**config.mk**
```make
export PLATFORM = sky130hd
export DESIGN_NAME = cpu_core
export DESIGN_NICKNAME = d
export VERILOG_FILES = /design/src/logic/cpu_pkg.sv /design/src/logic/pipe_if.sv /design/src/logic/cpu_core.sv /design/src/logic/execute_stage.sv /design/src/logic/alu.sv /design/src/logic/forwarding_unit.sv /design/src/logic/decode_stage.sv /design/src/logic/register_file.sv
export SDC_FILE = /design/constraint.sdc
export NUM_CORES = 2
export LEC_CHECK = 0
export BUFFER_PORTS_ARGS = -buffer_cell sky130_fd_sc_hd__buf_2
export CAP_MARGIN = 20
export CORE_ASPECT_RATIO = 0.9
export CORE_MARGIN = 2
export CORE_UTILIZATION = 60
export CTS_CLUSTER_DIAMETER = 40
export DETAILED_ROUTE_END_ITERATION = 8
export HOLD_SLACK_MARGIN = 0.03
export PLACE_DENSITY = 0.86
export RECOVER_POWER = 100
export SYNTH_ARGS = -nofsm -noshare
export SYNTH_HDL_FRONTEND = slang
export SYNTH_HIERARCHICAL = 1
export SYNTH_SLANG_ARGS = --single-unit
export TNS_END_PERCENT = 50
```
**constraint.sdc**
```tcl
create_clock -name clk -period 6.3 [get_ports clk]
set_clock_uncertainty 0.2 [all_clocks]
set_input_delay 0.63 -clock clk [delete_from_list [all_inputs] [get_ports clk]]
set_output_delay 0.63 -clock clk [all_outputs]
set_load 0.05 [all_outputs]
```
**src/logic/cpu_pkg.sv**
```systemverilog
package cpu_pkg;

  ////////////////////////////////////////////////////////////
  // widths
  ////////////////////////////////////////////////////////////

  localparam int DATA_W     = 32;
  localparam int REG_ADDR_W = 5;
  localparam int NUM_REGS   = 32;
  localparam int SHAMT_W    = 5;
  localparam int IMM_W      = 16;
  localparam int OPCODE_W   = 6;
  localparam int ALU_OP_W   = 3;

  ////////////////////////////////////////////////////////////
  // opcodes
  ////////////////////////////////////////////////////////////

  // register-register
  localparam logic [OPCODE_W-1:0] OP_ADD  = 6'h01;
  localparam logic [OPCODE_W-1:0] OP_SUB  = 6'h02;
  localparam logic [OPCODE_W-1:0] OP_AND  = 6'h03;
  localparam logic [OPCODE_W-1:0] OP_OR   = 6'h04;
  localparam logic [OPCODE_W-1:0] OP_XOR  = 6'h05;
  localparam logic [OPCODE_W-1:0] OP_SLT  = 6'h06;
  localparam logic [OPCODE_W-1:0] OP_SLL  = 6'h07;
  // register-immediate with zero-extended immediate
  localparam logic [OPCODE_W-1:0] OP_ADDI = 6'h08;
  localparam logic [OPCODE_W-1:0] OP_ANDI = 6'h0c;
  localparam logic [OPCODE_W-1:0] OP_ORI  = 6'h0d;

  // alu operation codes
  localparam logic [ALU_OP_W-1:0] ALU_ADD = 3'd0;
  localparam logic [ALU_OP_W-1:0] ALU_SUB = 3'd1;
  localparam logic [ALU_OP_W-1:0] ALU_AND = 3'd2;
  localparam logic [ALU_OP_W-1:0] ALU_OR  = 3'd3;
  localparam logic [ALU_OP_W-1:0] ALU_XOR = 3'd4;
  localparam logic [ALU_OP_W-1:0] ALU_SLT = 3'd5;
  localparam logic [ALU_OP_W-1:0] ALU_SLL = 3'd6;

  // one instruction word in two field layouts
  typedef union packed {
    struct packed {
      logic [OPCODE_W-1:0]   opcode;
      logic [REG_ADDR_W-1:0] rs;
      logic [REG_ADDR_W-1:0] rt;
      logic [REG_ADDR_W-1:0] rd;
      logic [SHAMT_W-1:0]    shamt;
      logic [5:0]            unused;
    } r;
    struct packed {
      logic [OPCODE_W-1:0]   opcode;
      logic [REG_ADDR_W-1:0] rs;
      logic [REG_ADDR_W-1:0] rt;
      logic [IMM_W-1:0]      imm;
    } i;
  } instr_t;

endpackage
```
**src/logic/pipe_if.sv**
```systemverilog
`timescale 1ns/1ps

// decode to execute payload qualified by valid
interface dx_if;
  import cpu_pkg::*;

  logic                  valid;
  logic                  ready;
  logic [ALU_OP_W-1:0]   alu_op;
  logic [REG_ADDR_W-1:0] rs;
  logic [REG_ADDR_W-1:0] rt;
  logic [REG_ADDR_W-1:0] dst;
  logic                  reg_write;
  logic                  use_imm;
  logic [IMM_W-1:0]      imm;
  logic [SHAMT_W-1:0]    shamt;
  logic [DATA_W-1:0]     rs_data;
  logic [DATA_W-1:0]     rt_data;

  modport decode (
    output valid, alu_op, rs, rt, dst, reg_write, use_imm, imm, shamt, rs_data, rt_data,
    input  ready
  );

  modport execute (
    input  valid, alu_op, rs, rt, dst, reg_write, use_imm, imm, shamt, rs_data, rt_data,
    output ready
  );
endinterface

// register file write back from the result port
interface wb_if;
  import cpu_pkg::*;

  logic                  commit;
  logic [REG_ADDR_W-1:0] dst;
  logic [DATA_W-1:0]     data;

  modport source (output commit, dst, data);
  modport sink (input commit, dst, data);
endinterface

```
**src/logic/cpu_core.sv**
```systemverilog
`timescale 1ns/1ps

module cpu_core (
  input  logic                           clk,
  input  logic                           rst_n,
  // instruction stream
  input  logic                           in_valid,
  output logic                           in_ready,
  input  logic [cpu_pkg::DATA_W-1:0]     in_instr,
  // results in program order
  output logic                           res_valid,
  input  logic                           res_ready,
  output logic                           res_write,
  output logic [cpu_pkg::REG_ADDR_W-1:0] res_dst,
  output logic [cpu_pkg::DATA_W-1:0]     res_data
);

  dx_if dx_bus ();
  wb_if wb_bus ();

  ////////////////////////////////////////////////////////////
  // decode
  ////////////////////////////////////////////////////////////

  decode_stage u_decode (
    .clk      (clk),
    .rst_n    (rst_n),
    .in_valid (in_valid),
    .in_ready (in_ready),
    .in_instr (in_instr),
    .dx       (dx_bus.decode),
    .wb       (wb_bus.sink)
  );

  ////////////////////////////////////////////////////////////
  // execute and result port
  ////////////////////////////////////////////////////////////

  execute_stage u_execute (
    .clk       (clk),
    .rst_n     (rst_n),
    .dx        (dx_bus.execute),
    .wb        (wb_bus.source),
    .res_valid (res_valid),
    .res_ready (res_ready),
    .res_write (res_write),
    .res_dst   (res_dst),
    .res_data  (res_data)
  );

endmodule

```
**src/logic/execute_stage.sv**
```systemverilog
`timescale 1ns/1ps

module execute_stage (
  input  logic                           clk,
  input  logic                           rst_n,
  dx_if.execute                          dx,
  wb_if.source                           wb,
  output logic                           res_valid,
  input  logic                           res_ready,
  output logic                           res_write,
  output logic [cpu_pkg::REG_ADDR_W-1:0] res_dst,
  output logic [cpu_pkg::DATA_W-1:0]     res_data
);
  import cpu_pkg::*;

  logic                  advance;
  logic                  ex_valid;
  logic                  ex_reg_write;
  logic                  ex_use_imm;
  logic [ALU_OP_W-1:0]   ex_alu_op;
  logic [REG_ADDR_W-1:0] ex_rs;
  logic [REG_ADDR_W-1:0] ex_rt;
  logic [REG_ADDR_W-1:0] ex_dst;
  logic [IMM_W-1:0]      ex_imm;
  logic [SHAMT_W-1:0]    ex_shamt;
  logic [DATA_W-1:0]     ex_rs_data;
  logic [DATA_W-1:0]     ex_rt_data;
  logic                  fwd_rs;
  logic                  fwd_rt;
  logic [DATA_W-1:0]     op_a;
  logic [DATA_W-1:0]     rt_val;
  logic [DATA_W-1:0]     op_b;
  logic [DATA_W-1:0]     alu_result;

  // stall only while a result waits on the port
  assign advance  = !res_valid || res_ready;
  assign dx.ready = advance;

  ////////////////////////////////////////////////////////////
  // ID/EX register
  ////////////////////////////////////////////////////////////

  always_ff @(posedge clk or negedge rst_n) begin
    if (!rst_n) begin
      ex_valid     <= 1'b0;
      ex_reg_write <= 1'b0;
    end else if (advance) begin
      ex_valid     <= dx.valid;
      ex_reg_write <= dx.valid && dx.reg_write;
    end
  end

  always_ff @(posedge clk) begin
    if (advance && dx.valid) begin
      ex_use_imm <= dx.use_imm;
      ex_alu_op  <= dx.alu_op;
      ex_rs      <= dx.rs;
      ex_rt      <= dx.rt;
      ex_dst     <= dx.dst;
      ex_imm     <= dx.imm;
      ex_shamt   <= dx.shamt;
      ex_rs_data <= dx.rs_data;
      ex_rt_data <= dx.rt_data;
    end
  end

  ////////////////////////////////////////////////////////////
  // operands and alu
  ////////////////////////////////////////////////////////////

  forwarding_unit u_fwd (
    .rs       (ex_rs),
    .rt       (ex_rt),
    .wb_valid (res_valid),
    .wb_write (res_write),
    .wb_dst   (res_dst),
    .fwd_rs   (fwd_rs),
    .fwd_rt   (fwd_rt)
  );

  assign op_a   = fwd_rs ? res_data : ex_rs_data;
  assign rt_val = fwd_rt ? res_data : ex_rt_data;
  // zero-extended immediate
  assign op_b   = ex_use_imm ? {{(DATA_W-IMM_W){1'b0}}, ex_imm} : rt_val;

  alu u_alu (
    .alu_op (ex_alu_op),
    .a      (op_a),
    .b      (op_b),
    .shamt  (ex_shamt),
    .result (alu_result)
  );

  ////////////////////////////////////////////////////////////
  // result register
  ////////////////////////////////////////////////////////////

  always_ff @(posedge clk or negedge rst_n) begin
    if (!rst_n) begin
      res_valid <= 1'b0;
      res_write <= 1'b0;
    end else if (advance) begin
      res_valid <= ex_valid;
      res_write <= ex_valid && ex_reg_write;
    end
  end

  always_ff @(posedge clk) begin
    if (advance && ex_valid) begin
      res_dst  <= ex_dst;
      res_data <= alu_result;
    end
  end

  // register file takes the result on handoff
  assign wb.commit = res_valid && res_ready && res_write;
  assign wb.dst    = res_dst;
  assign wb.data   = res_data;

endmodule

```
**src/logic/alu.sv**
```systemverilog
`timescale 1ns/1ps

module alu (
  input  logic [cpu_pkg::ALU_OP_W-1:0] alu_op,
  input  logic [cpu_pkg::DATA_W-1:0]   a,
  input  logic [cpu_pkg::DATA_W-1:0]   b,
  input  logic [cpu_pkg::SHAMT_W-1:0]  shamt,
  output logic [cpu_pkg::DATA_W-1:0]   result
);
  import cpu_pkg::*;

  logic lt;

  // signed compare for slt
  assign lt = $signed(a) < $signed(b);

  always_comb begin
    case (alu_op)
      ALU_ADD: result = a + b;
      ALU_SUB: result = a - b;
      ALU_AND: result = a & b;
      ALU_OR:  result = a | b;
      ALU_XOR: result = a ^ b;
      ALU_SLT: result = {{(DATA_W-1){1'b0}}, lt};
      // shifts the rt operand
      ALU_SLL: result = b << shamt;
      default: result = '0;
    endcase
  end

endmodule

```
**src/logic/forwarding_unit.sv**
```systemverilog
`timescale 1ns/1ps

module forwarding_unit (
  input  logic [cpu_pkg::REG_ADDR_W-1:0] rs,
  input  logic [cpu_pkg::REG_ADDR_W-1:0] rt,
  input  logic                           wb_valid,
  input  logic                           wb_write,
  input  logic [cpu_pkg::REG_ADDR_W-1:0] wb_dst,
  output logic                           fwd_rs,
  output logic                           fwd_rt
);

  logic wb_live;

  // result register holds a real write to a nonzero register
  assign wb_live = wb_valid && wb_write && (wb_dst != '0);

  // newer value still sitting in the result register
  assign fwd_rs = wb_live && (wb_dst == rs);
  assign fwd_rt = wb_live && (wb_dst == rt);

endmodule

```
**src/logic/decode_stage.sv**
```systemverilog
`timescale 1ns/1ps

module decode_stage (
  input  logic            clk,
  input  logic            rst_n,
  input  logic            in_valid,
  output logic            in_ready,
  input  cpu_pkg::instr_t in_instr,
  dx_if.decode            dx,
  wb_if.sink              wb
);
  import cpu_pkg::*;

  instr_t                if_instr;
  logic                  if_valid;
  logic [ALU_OP_W-1:0]   alu_op;
  logic                  use_imm;
  logic                  known_op;
  logic [REG_ADDR_W-1:0] dst;

  // whole pipe moves together
  assign in_ready = dx.ready;

  ////////////////////////////////////////////////////////////
  // IF/ID register
  ////////////////////////////////////////////////////////////

  always_ff @(posedge clk or negedge rst_n) begin
    if (!rst_n) begin
      if_valid <= 1'b0;
    end else if (in_ready) begin
      if_valid <= in_valid;
    end
  end

  always_ff @(posedge clk) begin
    if (in_valid && in_ready) begin
      if_instr <= in_instr;
    end
  end

  ////////////////////////////////////////////////////////////
  // control decode
  ////////////////////////////////////////////////////////////

  always_comb begin
    alu_op   = ALU_ADD;
    use_imm  = 1'b0;
    known_op = 1'b1;
    case (if_instr.r.opcode)
      OP_ADD:  alu_op = ALU_ADD;
      OP_SUB:  alu_op = ALU_SUB;
      OP_AND:  alu_op = ALU_AND;
      OP_OR:   alu_op = ALU_OR;
      OP_XOR:  alu_op = ALU_XOR;
      OP_SLT:  alu_op = ALU_SLT;
      OP_SLL:  alu_op = ALU_SLL;
      OP_ADDI: begin
        alu_op  = ALU_ADD;
        use_imm = 1'b1;
      end
      OP_ANDI: begin
        alu_op  = ALU_AND;
        use_imm = 1'b1;
      end
      OP_ORI: begin
        alu_op  = ALU_OR;
        use_imm = 1'b1;
      end
      // unknown opcode becomes a no-op
      default: known_op = 1'b0;
    endcase
  end

  // rt is the target for i-type
  assign dst = use_imm ? if_instr.i.rt : if_instr.r.rd;

  register_file u_regfile (
    .clk        (clk),
    .rst_n      (rst_n),
    .write_en   (wb.commit),
    .write_addr (wb.dst),
    .write_data (wb.data),
    .rs_addr    (if_instr.i.rs),
    .rt_addr    (if_instr.i.rt),
    .rs_data    (dx.rs_data),
    .rt_data    (dx.rt_data)
  );

  assign dx.valid     = if_valid;
  assign dx.alu_op    = alu_op;
  assign dx.rs        = if_instr.i.rs;
  assign dx.rt        = if_instr.i.rt;
  assign dx.dst       = dst;
  assign dx.reg_write = known_op && (dst != '0);
  assign dx.use_imm   = use_imm;
  assign dx.imm       = if_instr.i.imm;
  assign dx.shamt     = if_instr.r.shamt;

endmodule

```
**src/logic/register_file.sv**
```systemverilog
`timescale 1ns/1ps

module register_file (
  input  logic                           clk,
  input  logic                           rst_n,
  input  logic                           write_en,
  input  logic [cpu_pkg::REG_ADDR_W-1:0] write_addr,
  input  logic [cpu_pkg::DATA_W-1:0]     write_data,
  input  logic [cpu_pkg::REG_ADDR_W-1:0] rs_addr,
  input  logic [cpu_pkg::REG_ADDR_W-1:0] rt_addr,
  output logic [cpu_pkg::DATA_W-1:0]     rs_data,
  output logic [cpu_pkg::DATA_W-1:0]     rt_data
);
  import cpu_pkg::*;

  logic [DATA_W-1:0] regs [NUM_REGS];

  // writes to r0 are dropped
  always_ff @(posedge clk or negedge rst_n) begin
    if (!rst_n) begin
      for (int i = 0; i < NUM_REGS; i++) begin
        regs[i] <= '0;
      end
    end else if (write_en && (write_addr != '0)) begin
      regs[write_addr] <= write_data;
    end
  end

  // r0 reads zero
  // a write in the same cycle bypasses the array
  assign rs_data = (rs_addr == '0) ? '0 :
                   (write_en && (write_addr == rs_addr)) ? write_data :
                   regs[rs_addr];

  assign rt_data = (rt_addr == '0) ? '0 :
                   (write_en && (write_addr == rt_addr)) ? write_data :
                   regs[rt_addr];

endmodule

```
Yosys cells after proc, flatten, opt, wreduce, memory -nomap -nowiden
Cells that the tools add are included.
{"block": "totals", "ff_bits": 1202, "inputBits": 36, "out_inout_bits": 40, "word_cells": 129}
{"block": "op_classes", "add_sub_neg": 2, "n_lt_le_gt_ge": 5, "n_eq_ne": 20, "shift": 1, "muxes": 19, "n_bitwise": 6, "n_reduce_logical": 27}
{"cell": "$bwmux W1024", "count": 1}
{"cell": "$bmux W32 S5", "count": 2}
{"cell": "$mux W32", "count": 10}
{"cell": "$pmux W32 S7", "count": 1}
{"cell": "$demux W32 S5", "count": 1}
{"cell": "$add A32 B32 Y32", "count": 1}
{"cell": "$and A32 B32 Y32", "count": 1}
{"cell": "$lt A32 B32 Y1", "count": 1}
{"cell": "$or A32 B32 Y32", "count": 1}
{"cell": "$shl A32 B5 Y32", "count": 1}
{"cell": "$sub A32 B32 Y32", "count": 1}
{"cell": "$xor A32 B32 Y32", "count": 1}
{"cell": "$eq A6 B3 Y1 const B", "count": 4}
{"cell": "$eq A5 B5 Y1", "count": 4}
{"cell": "$eq A6 B4 Y1 const B", "count": 3}
{"cell": "$ge A6 B6 Y1 const B", "count": 3}
{"cell": "$not A5 Y6", "count": 3}
{"cell": "$pmux W3 S6", "count": 1}
{"cell": "$logic_and A1 B1 Y1", "count": 16}
{"cell": "$eq A6 B2 Y1 const B", "count": 2}
{"cell": "$logic_not A5 Y1", "count": 2}
{"cell": "$reduce_bool A5 Y1", "count": 2}
{"cell": "$reduce_or A10 Y1", "count": 1}
{"cell": "$eq A3 B3 Y1 const B", "count": 3}
{"cell": "other kinds (11)", "count": 14}

Depth between registers and ports, before layout
{"block": "logic_depth", "ltp_word": 7, "depth_mapped": 19, "ltp_nobuf": 16}

By module
Netlist, hierarchy kept.
{"mod": "register_file", "instances": 1, "cells_each": 3815, "area_per_inst_um2": 54826.3, "seq_area_each_um2": 25624.6}
{"mod": "alu", "instances": 1, "cells_each": 1022, "area_per_inst_um2": 7181.9, "seq_area_each_um2": 0.0}
{"mod": "execute_stage", "instances": 1, "cells_each": 320, "area_per_inst_um2": 5868.1, "seq_area_each_um2": 4334.2}
{"mod": "decode_stage", "instances": 1, "cells_each": 93, "area_per_inst_um2": 1465.2, "seq_area_each_um2": 985.9}
{"mod": "forwarding_unit", "instances": 1, "cells_each": 16, "area_per_inst_um2": 130.1, "seq_area_each_um2": 0.0}

Worst setup path after synthesis
OpenSTA, ideal clock, no wires.
{"block": "synth_timing", "path_kind": "reg2reg", "from": "register u_execute/res_dst[3] in the netlist's numbering", "to": "register u_execute/res_data[29] in the netlist's numbering (data pin)", "setup_ns": 0.153, "arrival_ns": 4.752, "path_slack_ns": 1.194, "path_stages_with_launch": 18, "path_buffers": 1, "period_less_slack_ns": 5.106, "path_cell_list": "edfxtp_1 or4_1 o211ai_2 nor4_1 buf_6 mux2i_1 o21ai_0 inv_1 ha_1 a211oi_1 o21ai_1 a21bo_2 a221o_1 a21oi_4 o31ai_1 a31oi_1 mux2_1 o22ai_1"}
{"block": "synth_between", "elab_chain_cells": 7}
{"item": "from (decl)", "line_no": "execute_stage.sv:11", "text": "output logic [cpu_pkg::REG_ADDR_W-1:0] res_dst,"}
{"item": "from (signal assigned)", "line_no": "execute_stage.sv:110", "text": "res_dst <= ex_dst;"}
{"item": "$reduce_bool A5 Y1", "line_no": "forwarding_unit.sv:16", "text": "assign wb_live = wb_valid && wb_write && (wb_dst != '0);"}
{"item": "$logic_and A1 B1 Y1", "line_no": "forwarding_unit.sv:16"}
{"item": "$logic_and A1 B1 Y1 *", "line_no": "forwarding_unit.sv:20", "text": "assign fwd_rt = wb_live && (wb_dst == rt);"}
{"item": "via u_execute.fwd_rt", "line_no": "execute_stage.sv:29", "text": "logic fwd_rt;"}
{"item": "$mux W32 *", "line_no": "execute_stage.sv:82", "text": "assign rt_val = fwd_rt ? res_data : ex_rt_data;"}
{"item": "$mux W32 *", "line_no": "execute_stage.sv:84", "text": "assign op_b = ex_use_imm ? {{(DATA_W-IMM_W){1'b0}}, ex_imm} : rt_val;"}
{"item": "via u_execute.op_b[1]", "line_no": "execute_stage.sv:32", "text": "logic [DATA_W-1:0] op_b;"}
{"item": "$sub A32 B32 Y32 (tied with other cells)", "line_no": "alu.sv:20", "text": "ALU_SUB: result = a - b;"}
{"item": "$pmux W32 S7 *", "line_no": "alu.sv:18", "text": "case (alu_op)"}
{"item": "via u_execute.alu_result[29]", "line_no": "execute_stage.sv:33", "text": "logic [DATA_W-1:0] alu_result;"}
{"item": "to (signal assigned)", "line_no": "execute_stage.sv:111", "text": "res_data <= alu_result;"}
{"item": "to (decl)", "line_no": "execute_stage.sv:12", "text": "output logic [cpu_pkg::DATA_W-1:0] res_data"}
Mark *: on every way through the listed nets, which the timed path passes. The rest lies on a longest branch.
A chain may end at the register's enable or synchronous reset.

Worst setup path after layout
{"block": "layout_timing", "from": "input res_ready", "to": "register u_decode/u_regfile/regs[273] in the netlist's numbering"}
{"block": "layout_between", "elab_chain_cells": 3}
{"item": "from (decl)", "line_no": "cpu_core.sv:12", "text": "input logic res_ready,"}
{"item": "$logic_and A1 B1 Y1 (2 in a row)", "line_no": "execute_stage.sv:116", "text": "assign wb.commit = res_valid && res_ready && res_write;"}
{"item": "via wb_bus.commit", "line_no": "pipe_if.sv:35", "text": "logic commit;"}
{"item": "$logic_and A1 B1 Y1", "line_no": "register_file.sv:24", "text": "end else if (write_en && (write_addr != '0)) begin"}
{"item": "to (signal, indexed assignment)", "line_no": "register_file.sv:25", "text": "regs[write_addr] <= write_data;"}
{"item": "to (decl)", "line_no": "register_file.sv:16", "text": "logic [DATA_W-1:0] regs [NUM_REGS];"}
The timed path passes the listed nets, and every way through them passes these cells.

==> impl_results.md <==
- Status: complete, but fails checks
- Failing checks: capacitance limit, slew limit
- Worst path required time: 6.75 ns
- Layout Utilization: 65.7%
- CP Buf/Inv Count: 3
- Internal Power: 15.8 mW
- Yosys cell types: 94
- I/O Buffers: 75
- Leakage: roughly 34 nW
- GRT Resource Usage Total: 40.0%
- MaxCap Viol Count: 80
- 1st-iter DRT viols: 8,381
- Hpwl dp: ~140,000 µm
- Power after layout: 23.8 mW
- Cell Chain, Critical Path: dlygate4sd3_1, buf_2, and3_1, nand3_1, nor2_1, clkbuf_1, mux2_2
- Predominant post-synthesis flop cell: dfrtp_1
- Layout cells sized above 1: 38.5%
- Flop pwr share: 37.5%
- Period utilization: 96.2%
- Clk Latency, worst-skew pair: between 0.8 and 0.9 ns
- GPL Wtd Cong: 1.01
- Root buf cell: clkbuf_16
- ANT nets after route: 0
- Final setup viols: 0
- Die X: 363 µm
- Seq/Total Area, Yosys: 44.5%
- Total Wirelength: 238,000 µm
- Count of final hold-check violations: 0
- Startpoint types: primary input
- Peak supply drop: ~0.35 mV
- Syn avg cell area: 13.2 µm²
- Pwr dens: ~320 nW/µm²
- Synth top cells by count: mux2_2, dfrtp_1, mux4_2, clkbuf_1, mux2i_1
- Post-Syn Nets: 5,410
- Initial antenna violation count: 8
- Top cell type's share of synthesized area: roughly 37%
- Clk buf depth: 3
- DP Worst Slack: 0.651 ns
- Routed vias/inst: approximately 7.7
- Clk sinks: 1,202
- DRC Markers: 0
- Shortest period the worst path allows: ~6.1 ns
- Die area: 119,000 µm²
- Layout overhead on the synthesized area: 8.83%
- Max stage delay on crit path: 2.66 ns
- RSZ-0062 raised after global routing: no
- Count leader, synth: mux2_2
- Post-synth EDFFs: 173
- Critical Path End Type: flop
- Die Y: roughly 330 µm
- Resized cells post-CTS: 0
- Data arrival time of the worst path: between 6 and 7 ns
- FMAX: about 170 MHz
- Vias in the first global route: 52,100
- Mapped Area: between 60,000 and 70,000 µm²
- Clock Power Share: a little under two fifths
- Final Worst Setup Slack: ~0.24 ns
- Htree depth: 4
- Cells after synthesis: 5,266
- Num CTS Buffers: 148
- IO Pins: 76
- Net Switching: 8.05 mW
- TNS Setup: 0 ns
- WS Path Type: primary input to flop
- Total gr overflow: 0
- Synth top area cells: dfrtp_1, mux2_2, mux4_2, edfxtp_1, mux2i_1
- Worst-Margin Slew: 4.47 ns
- Synth async-reset ratio: 85.6%
- First-pass GRT wire length: 348,000 µm
- Initial Utilization: 60.4%
- Clock slew at reported path FFs: 0.06 ns
- Critical path fanouts, max: 18
- Fin nets: 5,230
- Largest net degree at the start of global routing: 197
- HP Class: flop to flop
- DRT Pass-1 Iters: 7
- Synth area leader: dfrtp_1
- Register bit count reported by yosys: between 1,000 and 1,500
- Core box area: 115,000 µm²
- Ys Warns: 6
- Routed vias: 51,800
- Worst rel slew slack: -198%
- Slew Limit Fails: 3,150
- CP top delay family: simple AND/OR/NAND/NOR gates
- Drt wl/cell: 35.4 µm
- Gate power share: 24.3%
- Slowest-stage cell, CP: nor2_1
- CTS tree: built
- Sw frac: 33.8%
- Site Rows: 118
==> final timing paths <==
check	endpoint	slack, ns	depth (start not counted)	startpoint
min in group asynchronous	u_decode/u_regfile/regs[564]$_DFFE_PN0P_	1.05	2	rst_n
max	u_decode/u_regfile/regs[273]$_DFFE_PN0P_	0.24	7	res_ready
max reg2reg	u_decode/u_regfile/regs[273]$_DFFE_PN0P_	0.29	5	u_execute/res_write$_DFFE_PN0P_
max in group asynchronous	u_decode/u_regfile/regs[901]$_DFFE_PN0P_	1.00	3	rst_n
min reg2reg	u_decode/u_regfile/regs[992]$_DFFE_PN0P_	0.20	0	u_decode/u_regfile/regs[992]$_DFFE_PN0P_
min	u_decode/u_regfile/regs[992]$_DFFE_PN0P_	0.20	0	u_decode/u_regfile/regs[992]$_DFFE_PN0P_
==> routing by layer <==
| metal | vias up | wire length (µm) | GRT usage (%) |
|---|---|---|---|
| met5 | - | 178 | 0.400 |
| met4 | 16 | 19800 | 26.3 |
| met3 | 1298 | 33500 | 14.1 |
| met2 | 4466 | 101000 | 56.9 |
| met1 | 26200 | 83500 | 51.8 |
| li1 | 19800 | - | - |
==> flip-flops by register name, summed over array words and instances, names as in the netlist, 16 cells and up <==
register / count
u_decode/u_regfile/regs: 1024
u_decode/if_instr: 32
u_execute/ex_rs_data: 32
u_execute/ex_rt_data: 32
u_execute/res_data: 32
u_execute/ex_imm: 16
==> layout by cell type (no fill, tap or decap), drive strengths merged, types with 21 or more instances in the layout <==
cell | Yosys | layout
a22o | 87 | 87
nor2 | 137 | 137
o221ai | 43 | 43
a211oi | 25 | 25
a221oi | 23 | 23
dfrtp | 1029 | 1029
a22oi | 103 | 103
o22ai | 125 | 125
mux4 | 395 | 395
o21ai | 103 | 103
clkbuf | 299 | 290
a2111oi | 38 | 38
mux2i | 274 | 274
o211ai | 47 | 47
nand3 | 46 | 46
nand2 | 139 | 139
nand2b | 21 | 21
a21oi | 185 | 185
edfxtp | 173 | 173
buf | 306 | 143
mux2 | 1146 | 1146
clkinv | 0 | 26
nor3 | 44 | 44
dlygate4sd3 | 0 | 35
ha | 106 | 106
inv | 102 | 124
==> logic make-up (layout without fill, tap and decap cells) <==
family,Yosys count,after routing,share of synthesized area [%]
multiplexers,1815,1815,35.5
flip-flops,1202,1202,44.5
AO/OA/AOI/OAI,911,911,9.26
buffers and inverters,707,649,4.91
AND/OR/NAND/NOR,497,497,3.50
adder cells (fa/ha/maj),108,108,1.97
XOR/XNOR,26,26,0.328
other,0,4,0
==> metrics by stage <==
step           hold WS [ns]  instance area [µm²]  std cells
6_report              0.200                75600       6712
5_1_grt               0.208                75600       6708
4_1_cts               0.196                76100       6707
3_5_place_dp          0.183                70500       6400
3_3_place_gp          0.177                70400       6399
2_1_floorplan         0.134                69500       5266
==> power groups by stage <==
stage / Combinational, mW / Clock, mW / Sequential, mW
after floorplan: 3.57 / 0 / 9.15
after global placement: 5.52 / 0 / 8.98
after detailed placement: 5.59 / 0 / 9.01
after CTS: 5.66 / 9.12 / 8.89
after global routing: 6.03 / 9.45 / 8.96
final: 5.79 / 9.10 / 8.93
==> timing repair <==
item                                   in CTS  in global routing
hold buffers                               35                  0
buffers inserted                            0                  0
endpoints found under the hold margin     128                  0
==> final cells by class <==
type / count / area [µm²]
inverter: 102 / 383
timing repair buffer: 275 / 1850
tap: 1500 / 1880
antenna: 4 / 10.0
sequential: 1202 / 30900
clock inverter: 79 / 1120
clock buffer: 193 / 4160
multi-input combinational: 3357 / 35300
fill: 7626 / 39400
(Power assumes the default switching activity.)
